`src/common/uart_pkg.sv`:
```
// shared types and constants of the 8N1 UART register block
// fixed frame format, parity and word length bits in LCR are storage only
`default_nettype none

package uart_pkg;

  //////////////////////////////////////////////////////////////////////
  // widths and types
  //////////////////////////////////////////////////////////////////////
  typedef logic [7:0]  uart_byte_t;   // data byte or register value
  typedef logic [15:0] uart_div_t;    // divisor latch
  typedef logic [2:0]  uart_addr_t;   // register offset

  // register offsets, 0 and 1 map to the divisor latch while DLAB is set
  typedef enum uart_addr_t {
    RB_TR = 3'd0,  // rbr read, thr write, dl low with dlab
    IE    = 3'd1,  // ier, dl high with dlab
    II_FC = 3'd2,  // iir read, fcr write ignored
    LC    = 3'd3,
    MC    = 3'd4,
    LS    = 3'd5,
    MS    = 3'd6,  // no modem status, reads 0
    SR    = 3'd7
  } uart_reg_e;

  // iir bits 3:1
  typedef enum logic [2:0] {
    NONE = 3'd0,
    THRE = 3'd1,
    RDA  = 3'd2,
    RLS  = 3'd3
  } uart_iir_id_e;

  //////////////////////////////////////////////////////////////////////
  // bit positions
  //////////////////////////////////////////////////////////////////////
  localparam int LC_DLAB = 7;
  localparam int MC_DTR  = 0;
  localparam int MC_RTS  = 1;
  localparam int MC_LOOP = 4;
  localparam int IE_RDA  = 0;
  localparam int IE_THRE = 1;
  localparam int IE_RLS  = 2;
  localparam int LS_DR   = 0;
  localparam int LS_OE   = 1;
  localparam int LS_FE   = 3;
  localparam int LS_THRE = 5;
  localparam int LS_TEMT = 6;

  // frame timing
  localparam int OVERSAMPLE   = 16;  // ticks per bit
  localparam int SAMPLE_POINT = 8;   // mid bit
  localparam int DATA_BITS    = 8;

  localparam uart_byte_t LCR_RESET = 8'h03;  // 8n1

  typedef logic [$clog2(OVERSAMPLE)-1:0] tick_cnt_t;  // tick within a bit
  typedef logic [$clog2(DATA_BITS)-1:0]  bit_cnt_t;   // data bit index

  localparam tick_cnt_t LAST_TICK   = tick_cnt_t'(OVERSAMPLE - 1);
  localparam tick_cnt_t SAMPLE_TICK = tick_cnt_t'(SAMPLE_POINT - 1);
  localparam bit_cnt_t  LAST_BIT    = bit_cnt_t'(DATA_BITS - 1);

  // both serial fsms walk through the same frame phases
  typedef enum logic [1:0] {
    IDLE,
    START,
    DATA,
    STOP
  } frame_state_e;

  //////////////////////////////////////////////////////////////////////
  // stage payloads
  //////////////////////////////////////////////////////////////////////
  typedef struct packed {
    uart_byte_t data;
    logic       framing_err;  // stop bit read 0
    logic       valid;        // one cycle, at stop sample
  } rx_frame_t;

  typedef struct packed {
    logic thr_empty;
    logic shifter_idle;
  } tx_status_t;

  typedef struct packed {
    uart_byte_t data;
    logic       push;  // thr write strobe
  } tx_load_t;

endpackage

`default_nettype wire

```
`src/rx/uart_rx.sv`:
```
// 8N1 deserializer, mid-bit sampling on the 16x tick
// a new start needs the line to have been seen high while idle
`default_nettype none

module uart_rx (
  input  wire                    clk,
  input  wire                    wb_rst_i,
  input  wire                    tick_i,
  input  wire                    serial_i,
  output uart_pkg::rx_frame_t    frame_o
);

  import uart_pkg::*;

  logic         rx_meta_q;    // first sync stage
  logic         rx_s_q;       // synchronized line
  frame_state_e state_q;
  tick_cnt_t    tick_cnt_q;
  bit_cnt_t     bit_cnt_q;
  uart_byte_t   shift_q;
  logic         armed_q;      // line was high since last frame
  logic         valid_q;
  logic         fe_q;
  logic         sample_start; // middle of start bit
  logic         sample_bit;   // middle of data or stop bit

  //////////////////////////////////////////////////////////////////////
  // input synchronizer, idles at mark
  //////////////////////////////////////////////////////////////////////
  always_ff @(posedge clk or posedge wb_rst_i) begin
    if (wb_rst_i) begin
      rx_meta_q <= 1'b1;
      rx_s_q    <= 1'b1;
    end else begin
      rx_meta_q <= serial_i;
      rx_s_q    <= rx_meta_q;
    end
  end

  assign sample_start = tick_i && (tick_cnt_q == SAMPLE_TICK);
  assign sample_bit   = tick_i && (tick_cnt_q == LAST_TICK);

  // data and error flag are payload, no reset
  always_ff @(posedge clk) begin
    if ((state_q == DATA) && sample_bit) shift_q <= {rx_s_q, shift_q[7:1]};
    if ((state_q == STOP) && sample_bit) fe_q <= ~rx_s_q;  // stop read 0
  end

  //////////////////////////////////////////////////////////////////////
  // frame fsm
  //////////////////////////////////////////////////////////////////////
  always_ff @(posedge clk or posedge wb_rst_i) begin
    if (wb_rst_i) begin
      state_q    <= IDLE;
      tick_cnt_q <= '0;
      bit_cnt_q  <= '0;
      armed_q    <= 1'b0;
      valid_q    <= 1'b0;
    end else begin
      valid_q <= 1'b0;
      if (tick_i) tick_cnt_q <= tick_cnt_q + 1'b1;
      case (state_q)
        IDLE: begin
          if (rx_s_q) begin
            armed_q <= 1'b1;
          end else if (tick_i && armed_q) begin
            state_q    <= START;   // low at a tick, frame begins
            tick_cnt_q <= '0;
            bit_cnt_q  <= '0;
            armed_q    <= 1'b0;
          end
        end
        START: begin
          if (sample_start) begin
            tick_cnt_q <= '0;      // realign to mid bit
            state_q    <= rx_s_q ? IDLE : DATA;  // high means glitch
          end
        end
        DATA: begin
          if (sample_bit) begin
            bit_cnt_q <= bit_cnt_q + 1'b1;
            if (bit_cnt_q == LAST_BIT) state_q <= STOP;
          end
        end
        STOP: begin
          if (sample_bit) begin
            valid_q <= 1'b1;
            state_q <= IDLE;
          end
        end
        default: state_q <= IDLE;
      endcase
    end
  end

  assign frame_o = '{data: shift_q, framing_err: fe_q, valid: valid_q};

endmodule

`default_nettype wire

```
`src/source/uart_baud_gen.sv`:
```
// 16x oversampling tick, one pulse every divisor clocks
// divisor 0 stops the tick, a DL low write restarts the count
`default_nettype none

module uart_baud_gen (
  input  wire                      clk,
  input  wire                      wb_rst_i,
  input  wire uart_pkg::uart_div_t divisor_i,
  input  wire                      dl_write_i,
  output logic                     tick_o
);

  import uart_pkg::*;

  uart_div_t cnt_q;   // down counter
  logic      tick_q;

  always_ff @(posedge clk or posedge wb_rst_i) begin
    if (wb_rst_i) begin
      cnt_q  <= '0;
      tick_q <= 1'b0;
    end else begin
      tick_q <= (divisor_i != '0) && (cnt_q == '0);
      if (dl_write_i || (cnt_q == '0)) begin
        cnt_q <= divisor_i - 1'b1;   // reload, wraps harmlessly when 0
      end else begin
        cnt_q <= cnt_q - 1'b1;
      end
    end
  end

  assign tick_o = tick_q;

endmodule

`default_nettype wire

```
`src/source/uart_core.sv`:
```
// UART top level, single holding byte per direction, no FIFOs, no modem inputs
// MCR bit 4 loops tx back into rx and parks stx_pad_o high
`default_nettype none

module uart_core (
  input  wire                       clk,
  input  wire                       wb_rst_i,
  input  wire uart_pkg::uart_addr_t wb_addr_i,
  input  wire uart_pkg::uart_byte_t wb_dat_i,
  output wire uart_pkg::uart_byte_t wb_dat_o,
  input  wire                       wb_we_i,
  input  wire                       wb_re_i,
  input  wire                       srx_pad_i,
  output wire                       stx_pad_o,
  output wire                       rts_pad_o,
  output wire                       dtr_pad_o,
  output wire                       int_o
);

  import uart_pkg::*;

  uart_div_t  divisor;    // dl latch to divider
  logic       dl_write;   // restart divider
  logic       tick;       // 16x baud
  tx_load_t   tx_load;
  tx_status_t tx_status;
  rx_frame_t  rx_frame;
  uart_byte_t mcr;
  logic       loop;
  logic       tx_serial;  // raw transmitter output
  logic       rx_serial;  // receiver input after loopback mux

  //////////////////////////////////////////////////////////////////////
  // loopback and modem outputs
  //////////////////////////////////////////////////////////////////////
  assign loop      = mcr[MC_LOOP];
  assign rx_serial = loop ? tx_serial : srx_pad_i;
  assign stx_pad_o = loop ? 1'b1 : tx_serial;  // line stays marking
  assign rts_pad_o = mcr[MC_RTS];
  assign dtr_pad_o = mcr[MC_DTR];

  uart_regs u_regs (
    .clk        (clk),
    .wb_rst_i   (wb_rst_i),
    .wb_addr_i  (wb_addr_i),
    .wb_dat_i   (wb_dat_i),
    .wb_dat_o   (wb_dat_o),
    .wb_we_i    (wb_we_i),
    .wb_re_i    (wb_re_i),
    .divisor_o  (divisor),
    .dl_write_o (dl_write),
    .tx_load_o  (tx_load),
    .tx_status_i(tx_status),
    .rx_frame_i (rx_frame),
    .mcr_o      (mcr),
    .int_o      (int_o)
  );

  uart_baud_gen u_baud (
    .clk       (clk),
    .wb_rst_i  (wb_rst_i),
    .divisor_i (divisor),
    .dl_write_i(dl_write),
    .tick_o    (tick)
  );

  uart_tx u_tx (
    .clk     (clk),
    .wb_rst_i(wb_rst_i),
    .tick_i  (tick),
    .load_i  (tx_load),
    .status_o(tx_status),
    .serial_o(tx_serial)
  );

  uart_rx u_rx (
    .clk     (clk),
    .wb_rst_i(wb_rst_i),
    .tick_i  (tick),
    .serial_i(rx_serial),
    .frame_o (rx_frame)
  );

endmodule

`default_nettype wire

```
`src/source/uart_regs.sv`:
```
// register file of the UART, strobes are single cycle, reads are combinational
// FCR writes ignored, MSR reads 0, PE and BI read 0, interrupts are plain levels
`default_nettype none

module uart_regs (
  input  wire                         clk,
  input  wire                         wb_rst_i,
  input  wire uart_pkg::uart_addr_t   wb_addr_i,
  input  wire uart_pkg::uart_byte_t   wb_dat_i,
  output uart_pkg::uart_byte_t        wb_dat_o,
  input  wire                         wb_we_i,
  input  wire                         wb_re_i,
  output uart_pkg::uart_div_t         divisor_o,
  output logic                        dl_write_o,
  output uart_pkg::tx_load_t          tx_load_o,
  input  wire uart_pkg::tx_status_t   tx_status_i,
  input  wire uart_pkg::rx_frame_t    rx_frame_i,
  output uart_pkg::uart_byte_t        mcr_o,
  output logic                        int_o
);

  import uart_pkg::*;

  logic         dlab;
  logic         wr_rb, wr_ie;      // raw offset hits
  logic         wr_dll, wr_dlm, wr_thr, wr_ier;
  logic         rd_rbr, rd_lsr;    // reads with side effects
  uart_div_t    dl_q;
  logic [3:0]   ier_q;             // bit 3 stored only
  uart_byte_t   lcr_q;
  logic [4:0]   mcr_q;
  uart_byte_t   scr_q;
  uart_byte_t   rbr_q;
  logic         dr_q, oe_q, fe_q;  // sticky line status
  logic         dl_write_q;
  uart_byte_t   lsr;
  logic         rls_int, rda_int, thre_int;
  uart_iir_id_e iir_id_q;

  //////////////////////////////////////////////////////////////////////
  // access decode
  //////////////////////////////////////////////////////////////////////
  assign dlab   = lcr_q[LC_DLAB];
  assign wr_rb  = wb_we_i && (wb_addr_i == RB_TR);
  assign wr_ie  = wb_we_i && (wb_addr_i == IE);
  assign wr_dll = wr_rb && dlab;
  assign wr_thr = wr_rb && !dlab;
  assign wr_dlm = wr_ie && dlab;
  assign wr_ier = wr_ie && !dlab;
  assign rd_rbr = wb_re_i && (wb_addr_i == RB_TR) && !dlab;
  assign rd_lsr = wb_re_i && (wb_addr_i == LS);

  // control registers
  always_ff @(posedge clk or posedge wb_rst_i) begin
    if (wb_rst_i) begin
      dl_q       <= '0;         // divider stopped
      ier_q      <= '0;
      lcr_q      <= LCR_RESET;
      mcr_q      <= '0;
      dl_write_q <= 1'b0;
    end else begin
      dl_write_q <= wr_dll;     // one cycle later, new dl already in place
      if (wr_dll) dl_q[7:0] <= wb_dat_i;
      if (wr_dlm) dl_q[15:8] <= wb_dat_i;
      if (wr_ier) ier_q <= wb_dat_i[3:0];
      if (wb_we_i && (wb_addr_i == LC)) lcr_q <= wb_dat_i;
      if (wb_we_i && (wb_addr_i == MC)) mcr_q <= wb_dat_i[4:0];
    end
  end

  always_ff @(posedge clk) begin
    if (wb_we_i && (wb_addr_i == SR)) scr_q <= wb_dat_i;
    if (rx_frame_i.valid) rbr_q <= rx_frame_i.data;  // newest byte wins
  end

  //////////////////////////////////////////////////////////////////////
  // line status
  //////////////////////////////////////////////////////////////////////
  always_ff @(posedge clk or posedge wb_rst_i) begin
    if (wb_rst_i) begin
      dr_q <= 1'b0;
      oe_q <= 1'b0;
      fe_q <= 1'b0;
    end else begin
      if (rx_frame_i.valid) begin
        dr_q <= 1'b1;            // arrival beats a same-cycle read
      end else if (rd_rbr) begin
        dr_q <= 1'b0;
      end
      // overrun only if the old byte is not being read right now
      oe_q <= (oe_q & ~rd_lsr) | (rx_frame_i.valid & dr_q & ~rd_rbr);
      fe_q <= (fe_q & ~rd_lsr) | (rx_frame_i.valid & rx_frame_i.framing_err);
    end
  end

  always_comb begin
    lsr          = '0;           // pe, bi, fifo err stay 0
    lsr[LS_DR]   = dr_q;
    lsr[LS_OE]   = oe_q;
    lsr[LS_FE]   = fe_q;
    lsr[LS_THRE] = tx_status_i.thr_empty;
    lsr[LS_TEMT] = tx_status_i.thr_empty & tx_status_i.shifter_idle;
  end

  // enabled conditions
  assign rls_int  = ier_q[IE_RLS] & (oe_q | fe_q);
  assign rda_int  = ier_q[IE_RDA] & dr_q;
  assign thre_int = ier_q[IE_THRE] & lsr[LS_THRE];

  // iir and int_o trail the status by one clock
  always_ff @(posedge clk or posedge wb_rst_i) begin
    if (wb_rst_i) begin
      iir_id_q <= NONE;
      int_o    <= 1'b0;
    end else begin
      int_o <= rls_int | rda_int | thre_int;
      if (rls_int) begin
        iir_id_q <= RLS;         // highest
      end else if (rda_int) begin
        iir_id_q <= RDA;
      end else if (thre_int) begin
        iir_id_q <= THRE;
      end else begin
        iir_id_q <= NONE;
      end
    end
  end

  //////////////////////////////////////////////////////////////////////
  // read mux
  //////////////////////////////////////////////////////////////////////
  always_comb begin
    wb_dat_o = '0;
    case (wb_addr_i)
      RB_TR:   wb_dat_o = dlab ? dl_q[7:0] : rbr_q;
      IE:      wb_dat_o = dlab ? dl_q[15:8] : {4'b0000, ier_q};
      II_FC:   wb_dat_o = {4'b1100, iir_id_q, iir_id_q == NONE};  // bit 0 = none pending
      LC:      wb_dat_o = lcr_q;
      MC:      wb_dat_o = {3'b000, mcr_q};
      LS:      wb_dat_o = lsr;
      MS:      wb_dat_o = '0;
      SR:      wb_dat_o = scr_q;
      default: wb_dat_o = '0;
    endcase
  end

  assign divisor_o  = dl_q;
  assign dl_write_o = dl_write_q;
  assign tx_load_o  = '{data: wb_dat_i, push: wr_thr};  // same edge as the write
  assign mcr_o      = {3'b000, mcr_q};

endmodule

`default_nettype wire

```
`src/tx/uart_tx.sv`:
```
// 8N1 serializer with a single holding byte, no back-pressure
// a push into a full THR overwrites the byte
`default_nettype none

module uart_tx (
  input  wire                     clk,
  input  wire                     wb_rst_i,
  input  wire                     tick_i,
  input  wire uart_pkg::tx_load_t load_i,
  output uart_pkg::tx_status_t    status_o,
  output logic                    serial_o
);

  import uart_pkg::*;

  frame_state_e state_q;
  uart_byte_t   thr_q;        // holding byte
  logic         thr_full_q;
  uart_byte_t   shift_q;
  tick_cnt_t    tick_cnt_q;   // tick inside current bit
  bit_cnt_t     bit_cnt_q;
  logic         bit_end;      // last tick of a bit
  logic         load_shift;   // thr to shifter

  assign bit_end    = tick_i && (tick_cnt_q == LAST_TICK);
  assign load_shift = tick_i && thr_full_q && (state_q == IDLE);

  always_ff @(posedge clk) begin
    if (load_i.push) thr_q <= load_i.data;
    if (load_shift) begin
      shift_q <= thr_q;
    end else if ((state_q == DATA) && bit_end) begin
      shift_q <= shift_q >> 1;   // lsb first
    end
  end

  always_ff @(posedge clk or posedge wb_rst_i) begin
    if (wb_rst_i) begin
      thr_full_q <= 1'b0;
      state_q    <= IDLE;
      tick_cnt_q <= '0;
      bit_cnt_q  <= '0;
    end else begin
      if (load_i.push) begin
        thr_full_q <= 1'b1;
      end else if (load_shift) begin
        thr_full_q <= 1'b0;
      end
      if (tick_i) tick_cnt_q <= tick_cnt_q + 1'b1;  // wraps once per bit
      case (state_q)
        IDLE: begin
          if (load_shift) begin
            state_q    <= START;   // start bit begins here
            tick_cnt_q <= '0;
            bit_cnt_q  <= '0;
          end
        end
        START: if (bit_end) state_q <= DATA;
        DATA: begin
          if (bit_end) begin
            bit_cnt_q <= bit_cnt_q + 1'b1;
            if (bit_cnt_q == LAST_BIT) state_q <= STOP;
          end
        end
        STOP: if (bit_end) state_q <= IDLE;
        default: state_q <= IDLE;
      endcase
    end
  end

  always_comb begin
    case (state_q)
      START:   serial_o = 1'b0;
      DATA:    serial_o = shift_q[0];
      default: serial_o = 1'b1;  // idle and stop are marking
    endcase
  end

  assign status_o = '{thr_empty: ~thr_full_q, shifter_idle: state_q == IDLE};

endmodule

`default_nettype wire

```
`config.mk`:
```
export PLATFORM = sky130hd
export DESIGN_NAME = uart_core
export DESIGN_NICKNAME = d
export VERILOG_FILES = /design/src/common/uart_pkg.sv /design/src/rx/uart_rx.sv /design/src/source/uart_baud_gen.sv /design/src/source/uart_core.sv /design/src/source/uart_regs.sv /design/src/tx/uart_tx.sv
export SDC_FILE = /design/constraint.sdc
export NUM_CORES = 1
export LEC_CHECK = 0
export BUFFER_PORTS_ARGS = -buffer_cell sky130_fd_sc_hd__buf_4
export CORE_ASPECT_RATIO = 1.1
export CORE_MARGIN = 8
export CORE_UTILIZATION = 50
export CTS_BUF_LIST = sky130_fd_sc_hd__clkbuf_8
export DETAILED_ROUTE_END_ITERATION = 16
export HOLD_SLACK_MARGIN = 0.05
export PLACE_DENSITY_LB_ADDON = 0.2
export SKIP_CTS_REPAIR_TIMING = 1
export SLEW_MARGIN = 20
export SYNTH_ARGS = -nofsm -noshare
export SYNTH_HDL_FRONTEND = slang
export SYNTH_SLANG_ARGS = --single-unit
export TNS_END_PERCENT = 5
```
`constraint.sdc`:
```
create_clock -name clk -period 8.45 [get_ports clk]
set_clock_uncertainty 0.15 [all_clocks]
set_input_delay 1.69 -clock clk [delete_from_list [all_inputs] [get_ports clk]]
set_output_delay 1.69 -clock clk [all_outputs]
set_load 0.05 [all_outputs]
```
==> metrics.cfg, run 1 <==
[outcome]
status=completed

[cts]
cts-htree-levels=4
path_clk_slew_ps=70
clock_latency_ps=430
ctsLongestPathBuffers=2
cts_tree=built
cts_buffers=17
root_buffer=clkbuf_8
cts_num_sinks=121

[logic_synthesis]
async_reset_ff_share_pct=66.12
synth_cell_types=56
synth_ff_type=dfrtp_1
yosysWarnings=0
synth_fa_ha_area_share_pct=2.599
ys_seq_elements=121
synth_fp_nets=501
netlist_area_sq_um=5778
synth_top_family_by_area=multiplexers
synth_compound_area_share_pct=9.571
avgSynthCellArea_sq_um=12.22
ys_seq_area_share_pct=56.04
syn-instance-count=473
synthSimpleGateAreaFrac_pct=11.87
synthXorXnorAreaFrac_pct=3.638
synth_edf_count=41
muxShareOfSynthArea_pct=14.14

[global_route]
grt_max_degree=81
grt.overflow.total=0
grt_antenna_before_repair=0
grt.total_usage_pct=17.35
grt_first_pass_wirelength_um=20320
grt_pass1_vias=3896

[layout]
nNetsFinal=530
diodes=0
drive_above_1_share_pct=24.66
fillerInstances=960
stdcell_area_sq_um=6475
syn_to_final_growth_pct=12.06
utilization_pct=56.86

[min_path]
hp-class=reg2reg

[floorplanning]
io_pins=28
fp.dieW_um=118.5
core_area_sq_um=11390
rows=41
initial_utilization_pct=50.74
die_h_um=128.7
die_area_sq_um=15260

[placement]
globalplace.congestion=0.9164
dpl_cell_area_sq_um=6110
hpwl_um=8642
io_buffers=27

[setup_path]
cp.required_ps=6610
worst_setup_path_end_kind=output port
cp.arrival_ps=3090
critPathLaunchType=input port
cp_max_fo=21
crit_type=in2out

[routing]
wl_um=12430
routedWlPerCell_um=18.69
drc_errors=0
drt-initial-drc-count=334
drtPass1Iterations=4
ant_nets=0
num_vias=3793
avgViaCountPerCell=5.704

[sta]
drv_slew=0
fmax_mhz=202.8
tightest_slew_ps=896.4
finalSetupViolations=0
rsz0062_at_grt=no
hold_slack_ps=205.7
min_period_over_period_pct=58.37
min_period_ps=4932
maxSlewHeadroom_pct=40.11
finalSetupTns_ps=0
final_hold_viol_count=0

[pwr]
irDropWorstVdd_uv=128.6
power_density_nw_per_um2=255.7
p_leak_nw=2.684

[run]
cap_violations=0

[state kept, by name, indices dropped and copies added, names as in the netlist, 2 cells and up, named ones only]
name              flops
u_baud.cnt_q         16
u_regs.divisor_o     16
u_regs.lcr_q          8
u_regs.rbr_q          8
u_regs.scr_q          8
u_rx.shift_q          8
u_tx.shift_q          8
u_tx.thr_q            8
u_regs.mcr_q          5
u_regs.ier_q          4
u_rx.tick_cnt_q       4
u_tx.tick_cnt_q       4
u_rx.bit_cnt_q        3
u_tx.bit_cnt_q        3
u_regs.iir_id_q       2
u_tx.state_q          2
[cells in the final DEF (no fill, tap or decap), drive strengths merged, types with 11 or more instances in the layout]
| master | instances |
|---|---|
| a21oi | 21 |
| a31oi | 11 |
| xnor2 | 16 |
| mux2i | 22 |
| edfxtp | 41 |
| inv | 14 |
| nor2 | 35 |
| nand2 | 27 |
| dfrtp | 76 |
| nand3 | 13 |
| clkbuf | 18 |
| ha | 12 |
| buf | 29 |
| mux2 | 51 |
[through the flow]
| stage | setup slack, ps | total power [mW] | cells |
|---|---|---|---|
| after floorplan | 3030 | 1.084 | 473 |
| after global placement | 3519 | 1.182 | 633 |
| after detailed placement | 3546 | 1.196 | 633 |
| after CTS | 3526 | 1.672 | 665 |
| after global routing | 3394 | 1.748 | 665 |
| final | 3518 | 1.655 | 665 |
[path summary, 6_finish.rpt]
| kind | from | endpoint | slack (ps) | depth (start not counted) |
|---|---|---|---|---|
| worst min-delay path | u_rx.rx_meta_q | u_rx.rx_s_q | 210 | 0 |
| max in group asynchronous | wb_rst_i | u_regs.divisor_o[1] | 6340 | 3 |
| min in group asynchronous | wb_rst_i | u_rx.valid_q | 1270 | 3 |
| worst max-delay path | wb_addr_i[1] | wb_dat_o[1] | 3520 | 6 |
| worst min register to register | u_rx.rx_meta_q | u_rx.rx_s_q | 210 | 0 |
| worst max register to register | u_baud.cnt_q[7] | u_baud.cnt_q[14] | 5060 | 9 |
[power breakdown]
group / switching [mW] / internal (mW) / leakage [nW]
combinational: 0.187 / 0.171 / 1.15
sequential: 0.123 / 0.704 / 1.35
clock: 0.236 / 0.235 / 0.182
total: 0.545 / 1.11 / 2.68
[critical path, cell delays in order]
cell	delay (ps)
buf_4	220
nor2b_1	270
a22oi_1	140
or2_2	290
a31oi_1	230
buf_4	250
[final cells by class]
type	instances	area, sq um	area share (%)
multi-input combinational	320	2421	37.39
clock inverter	14	108.9	1.681
clock buffer	18	247.7	3.826
inverter	13	50.05	0.7729
tap	150	187.7	2.899
sequential	121	3238	50.01
timing repair buffer	29	221.5	3.420
[cell families after synthesis]
family / Yosys count
AO/OA/AOI/OAI: 82
XOR/XNOR: 24
adder cells (fa/ha/maj): 12
buffers and inverters: 32
flip-flops: 121
multiplexers: 74
AND/OR/NAND/NOR: 128
[synthesized netlist by cell type (2+ instances only)]
| library cell | number | area [sq um] |
|---|---|---|
| a211oi_1 | 3 | 22.52 |
| a21boi_0 | 2 | 15.01 |
| a21o_1 | 5 | 37.54 |
| a21oi_1 | 21 | 105.1 |
| a221oi_1 | 2 | 17.52 |
| a22o_1 | 8 | 70.07 |
| a22oi_1 | 6 | 45.04 |
| a31oi_1 | 11 | 68.82 |
| and2_1 | 3 | 18.77 |
| and3_1 | 3 | 18.77 |
| buf_1 | 4 | 15.01 |
| buf_2 | 2 | 10.01 |
| clkbuf_1 | 12 | 45.04 |
| dfrtp_1 | 76 | 1902 |
| dfstp_2 | 4 | 105.1 |
| edfxtp_1 | 41 | 1231 |
| ha_1 | 12 | 150.1 |
| inv_1 | 13 | 48.80 |
| mux2_2 | 51 | 574.3 |
| mux2i_1 | 22 | 220.2 |
| nand2_1 | 27 | 101.4 |
| nand3_1 | 13 | 65.06 |
| nand3b_1 | 4 | 30.03 |
| nand4_1 | 4 | 25.02 |
| nor2_1 | 35 | 131.4 |
| nor2b_1 | 3 | 18.77 |
| nor3_1 | 9 | 45.04 |
| nor3b_1 | 3 | 22.52 |
| nor4_1 | 5 | 31.28 |
| nor4_4 | 2 | 42.54 |
| o21ai_0 | 10 | 50.05 |
| o21bai_1 | 2 | 15.01 |
| o22ai_1 | 2 | 12.51 |
| o31ai_1 | 2 | 15.01 |
| or2_2 | 2 | 12.51 |
| or3_1 | 3 | 18.77 |
| or4_1 | 5 | 37.54 |
| xnor2_1 | 16 | 140.1 |
| xor2_1 | 8 | 70.07 |
[routing by layer]
layer / track usage, % / vias to the layer above / share of wire [%]
li1: - / 1816 / -
met1: 20.09 / 1895 / 43
met2: 29.58 / 60 / 51
met3: 4.687 / 22 / 3.6
met4: 8.265 / 0 / 2.4
met5: 0 / - / 0
Power figures use the tool's default switching activity.
==> inputs of run 2 (changes only) <==
==> constraint.sdc (replaced) <==
create_clock -name clk -period 4 [get_ports clk]
set_clock_uncertainty 0.15 [all_clocks]
set_input_delay 0.8 -clock clk [delete_from_list [all_inputs] [get_ports clk]]
set_output_delay 0.8 -clock clk [all_outputs]
set_load 0.05 [all_outputs]
==> run 2 against run 1 <==
Effect of this change:
- global-route usage hardly changed
- clock-buffer cell count is 1 lower
- clock power is 120% higher
- via count is 1.3% higher
- routed wire length is 0.38% higher
- worst setup slack worse by 3000 ps
- cell area is 0.43% higher
- sequential power is 110% higher
- die area stayed put
- critical path type is now reg2out
- largest cell class unchanged
- highest routed layer unchanged
==> metrics.cfg, run 2 (synthesis results as in run 1) <==
[sta]
min_period_over_period_pct=87.95
finalSetupViolations=0  ; unchanged
final_hold_viol_count=0  ; unchanged
min_period_ps=3518
maxSlewHeadroom_pct=32.99  ; was 40.11%
hold_slack_ps=162.0  ; was 205.7 ps
finalSetupTns_ps=0  ; unchanged
rsz0062_at_grt=no  ; unchanged
tightest_slew_ps=997.5  ; was 896.4 ps
drv_slew=0  ; unchanged
fmax_mhz=284.2

[routing]
avgViaCountPerCell=5.750  ; was 5.704
wl_um=12480  ; was 12430 um
num_vias=3841  ; was 3793
drc_errors=0  ; unchanged
drtPass1Iterations=6  ; was 4
ant_nets=0  ; unchanged
routedWlPerCell_um=18.68  ; was 18.69 um
drt-initial-drc-count=292  ; was 334

[setup_path]
cp.arrival_ps=2570  ; was 3090 ps
crit_type=reg2out  ; was in2out
r2r-end=u_baud.cnt_q[14]  ; unchanged
reg2reg_from=u_baud.cnt_q[7]  ; unchanged
worst_setup_path_end_kind=output port  ; unchanged
cp_max_fo=21  ; unchanged
worst-r2r-cell-count=10  ; was 9
cp.required_ps=3050  ; was 6610 ps
critPathLaunchType=flop  ; was input port
reg2reg_slack_ps=890  ; was 5060 ps

[layout]
drive_above_1_share_pct=24.71  ; was 24.66%
diodes=0  ; unchanged
final_cell_mix=76 x dfrtp_1, 51 x mux2_2, 41 x edfxtp_1, 35 x nor2_1, 32 x buf_4  ; was 76 x dfrtp_1, 51 x mux2_2, 41 x edfxtp_1, 35 x nor2_1, 28 x buf_4
stdcell_area_sq_um=6502  ; was 6475 sq um
layout_commonest_cell=dfrtp_1  ; unchanged
utilization_pct=57.10  ; was 56.86%
syn_to_final_growth_pct=12.54  ; was 12.06%
nNetsFinal=533  ; was 530

[cts]
ctsLongestPathBuffers=2  ; unchanged
cts-htree-levels=4  ; unchanged
cts_buffers=17  ; unchanged
root_buffer=clkbuf_8  ; unchanged
cts_tree=built  ; unchanged
clock_latency_ps=440  ; was 430 ps
path_clk_slew_ps=70  ; about the same
cts_num_sinks=121  ; unchanged

[floorplanning]
rows=41  ; unchanged
die_area_sq_um=15260  ; unchanged
io_pins=28  ; unchanged
fp.dieW_um=118.5  ; unchanged
die_h_um=128.7  ; unchanged
initial_utilization_pct=50.74  ; unchanged
core_area_sq_um=11390  ; unchanged

[outcome]
status=completed  ; unchanged

[pwr]
p_leak_nw=2.702  ; was 2.684 nW
power_density_nw_per_um2=544.1  ; was 255.7 nW/um^2
irDropWorstVdd_uv=274.1  ; was 128.6 uV
fin_total_pwr_mw=3.538  ; was 1.655 mW

[run]
cap_violations=0  ; unchanged

[global_route]
grt.total_usage_pct=17.40  ; was 17.35%
grt_max_degree=40  ; was 81
grt_antenna_before_repair=0  ; unchanged
grt_pass1_vias=3870  ; was 3896
grt_first_pass_wirelength_um=20420  ; was 20320 um
grt.overflow.total=0  ; unchanged

[placement]
io_buffers=27  ; unchanged
hpwl_um=8851  ; was 8642 um
globalplace.congestion=0.8611  ; was 0.9164
dpl_cell_area_sq_um=6132  ; was 6110 sq um

[min_path]
hp-class=in2async  ; was reg2reg

==> run 2: power breakdown <==
| group | internal [mW] | switching, mW |
|---|---|---|
| clock network | 0.540 | 0.484 |
| registers | 1.49 | 0.263 |
| logic | 0.368 | 0.396 |
==> run 2: how the worst max path moves through the flow <==
| stage | cells after the start | startpoint | to |
|---|---|---|---|
| 2_1_floorplan | 4 | wb_addr_i[2] | wb_dat_o[3] |
| 4_1_cts | 5 | u_regs.lcr_q[7] | wb_dat_o[3] |
| 3_3_place_gp | 6 | wb_addr_i[1] | wb_dat_o[1] |
| 5_1_grt | 5 | u_regs.lcr_q[7] | wb_dat_o[3] |
| 6_report | 5 | u_regs.lcr_q[7] | wb_dat_o[3] |
| 3_5_place_dp | 6 | wb_addr_i[1] | wb_dat_o[1] |
==> run 2: worst max-delay path, stage by stage (launching register included) <==
cell and delay [ps]:
dfrtp_1 880, mux2_2 410, mux4_2 480, nand2_1 80, o31ai_1 70, buf_4 200
==> run 2: layer usage <==
layer / vias to the layer above / track usage (%) / part of all wire (%)
met5: - / 0 / 0
met4: 0 / 7.893 / 2.4
met3: 24 / 4.906 / 3.3
met2: 71 / 29.51 / 51
met1: 1930 / 20.29 / 44
li1: 1816 / - / -
==> run 2: per-stage QoR <==
step	worst slack, ps	instances
after global placement	869.0	636
final	481.9	668
after CTS	460.8	668
after global routing	347.6	668
after floorplan	360.3	473
after detailed placement	854.9	636
==> run 2: final cells by class <==
| type | instances | area, sq um |
|---|---|---|
| inverters | 13 | 50.05 |
| well taps | 150 | 187.7 |
| clock inverters | 15 | 136.4 |
| repair buffers | 32 | 240.2 |
| flip-flops and latches | 121 | 3238 |
| fillers | 971 | 4886 |
| clock buffers | 17 | 234.0 |
| multi-input cells | 320 | 2416 |
==> inputs of run 3 (changes only) <==
--- a/config.mk
+++ b/config.mk
@@ -6,7 +6,6 @@
 export NUM_CORES = 1
 export LEC_CHECK = 0
 export BUFFER_PORTS_ARGS = -buffer_cell sky130_fd_sc_hd__buf_4
-export CORE_ASPECT_RATIO = 1.1
 export CORE_MARGIN = 8
 export CORE_UTILIZATION = 50
 export CTS_BUF_LIST = sky130_fd_sc_hd__clkbuf_8
==> run 3 against run 2 <==
Effect of this change:
- global-route usage is 0.80 points higher
- total power is 3.1% higher
- flip-flop and latch count stayed put
- worst hold slack gained 47 ps
- combinational power is 3% higher
- sequential power about the same
- critical endpoint is now u_baud.cnt_q[14]
==> metrics.cfg, run 3 (synthesis results as in run 1) <==
[floorplanning]
io_pins=28  ; unchanged
initial_utilization_pct=50.82  ; was 50.74%
fp.dieW_um=123.5  ; was 118.5 um
die_area_sq_um=15250  ; was 15260 sq um
die_h_um=123.5  ; was 128.7 um
rows=39  ; was 41
core_area_sq_um=11370  ; was 11390 sq um

[layout]
syn_to_final_growth_pct=13.19  ; was 12.54%
final_cell_mix=76 x dfrtp_1, 51 x mux2_2, 41 x edfxtp_1, 35 x nor2_1, 34 x buf_4  ; was 76 x dfrtp_1, 51 x mux2_2, 41 x edfxtp_1, 35 x nor2_1, 32 x buf_4
drive_above_1_share_pct=24.23  ; was 24.71%
ff_latch_area_sq_um=3238  ; unchanged
nNetsFinal=535  ; was 533
diodes=0  ; unchanged
multi_input_area_sq_um=2416  ; unchanged
fillerInstances=1003  ; was 971
layout_commonest_cell=dfrtp_1  ; unchanged

[sta]
worst_slack_ps=780.5  ; was 481.9 ps
min_period_ps=3220  ; was 3518 ps
tightest_slew_ps=916.1  ; was 997.5 ps
finalSetupViolations=0  ; unchanged
finalSetupTns_ps=0  ; unchanged
rsz0062_at_grt=no  ; unchanged
min_period_over_period_pct=80.49  ; was 87.95%
fmax_mhz=310.6  ; was 284.2 MHz
final_hold_viol_count=0  ; unchanged
maxSlewHeadroom_pct=38.80  ; was 32.99%
drv_slew=0  ; unchanged

[routing]
drtPass1Iterations=6  ; unchanged
avgViaCountPerCell=5.876  ; was 5.750
drc_errors=0  ; unchanged
routedWlPerCell_um=19.15  ; was 18.68 um
drt-initial-drc-count=309  ; was 292
wl_um=12690  ; was 12480 um
ant_nets=0  ; unchanged
num_vias=3896  ; was 3841

[pwr]
p_leak_nw=2.746  ; was 2.702 nW
irDropWorstVdd_uv=303.1  ; was 274.1 uV
power_density_nw_per_um2=557.9  ; was 544.1 nW/um^2

[placement]
dp_slack_ps=783.3  ; was 854.9 ps
hpwl_um=8924  ; was 8851 um
globalplace.congestion=0.8439  ; was 0.8611
io_buffers=27  ; unchanged

[run]
cap_violations=0  ; unchanged

[cts]
clock_latency_ps=440  ; about the same
ctsLongestPathBuffers=2  ; unchanged
cts_tree=built  ; unchanged
cts_num_sinks=121  ; unchanged
cts_buffers=17  ; unchanged
root_buffer=clkbuf_8  ; unchanged
path_clk_slew_ps=70  ; about the same
cts-htree-levels=4  ; unchanged

[global_route]
grt_max_degree=41  ; was 40
grt.overflow.total=0  ; unchanged
grt_pass1_vias=3917  ; was 3870
grt.total_usage_pct=18.20  ; was 17.40%
grt_first_pass_wirelength_um=20800  ; was 20420 um
grt_antenna_before_repair=0  ; unchanged

[setup_path]
reg2reg_slack_ps=780  ; was 890 ps
cp.arrival_ps=3430  ; was 2570 ps
worst_setup_path_end_kind=flop  ; was output port
cp_max_fo=5  ; was 21
crit_type=reg2reg  ; was reg2out
cp.required_ps=4210  ; was 3050 ps
worst-r2r-cell-count=10  ; unchanged
critPathLaunchType=flop  ; unchanged

[outcome]
status=completed  ; unchanged

[min_path]
hp-class=reg2reg  ; was in2async
hold_depth=0

[run 3: cell types whose count changed in the layout (fill, tap and decap cells not counted), sizes merged]
cell      before  now
buf           32   34
clkinvlp       4    0
inv           13   15
bufinv         2    4
[run 3: through the flow]
stage | hold slack (ps) | power (mW) | std cells | area (sq um) | utilization (%)
2_1_floorplan | 195.2 | 2.290 | 473 | 5778 | -
6_report | 209.1 | 3.648 | 663 | 6540 | 57.52
3_3_place_gp | 197.1 | 2.509 | 631 | 6138 | 53.99
3_5_place_dp | 197.3 | 2.541 | 631 | 6138 | 53.99
4_1_cts | 209.4 | 3.675 | 663 | 6540 | 57.52
5_1_grt | 213.6 | 3.839 | 663 | 6540 | 57.52
[run 3: critical path, cell delays in order, from the launching register on]
cell and delay [ps]:
dfrtp_1 430, nor4_2 480, a41oi_2 290, mux2i_1 270, ha_1 240, nor3b_1 230
buf_4 170, nand3_1 130, or4_1 460, xor2_1 160, mux2i_1 140
[run 3: layout make-up]
cell class	count	share of cell area, %
well taps	143	2.736
multi-input cells	320	36.94
inverters	13	0.7653
repair buffers	34	3.903
clock inverters	15	2.564
clock buffers	17	3.578
flip-flops and latches	121	49.51
[run 3: report_power, final]
group          internal (mW)  switching (mW)
clock network          0.659           0.469
logic                  0.371           0.414
registers               1.49           0.249
[run 3: path summary, 6_finish.rpt]
path | start | end
max | u_baud.cnt_q[7] | u_baud.cnt_q[14]
min | u_rx.rx_meta_q | u_rx.rx_s_q
max reg2reg | u_baud.cnt_q[7] | u_baud.cnt_q[14]
min reg2reg | u_rx.rx_meta_q | u_rx.rx_s_q
max in group asynchronous | wb_rst_i | u_rx.rx_s_q
min in group asynchronous | wb_rst_i | u_regs.divisor_o[0]
[run 3: per-layer routing]
layer  up-vias  track usage (%)  part of all wire, %
met1      1945            24.82                   47
li1       1819                -                    -
met2       111            26.83                   46
met3        21            4.703                  5.2
met4         0            8.126                  2.2
met5         -                0                    0
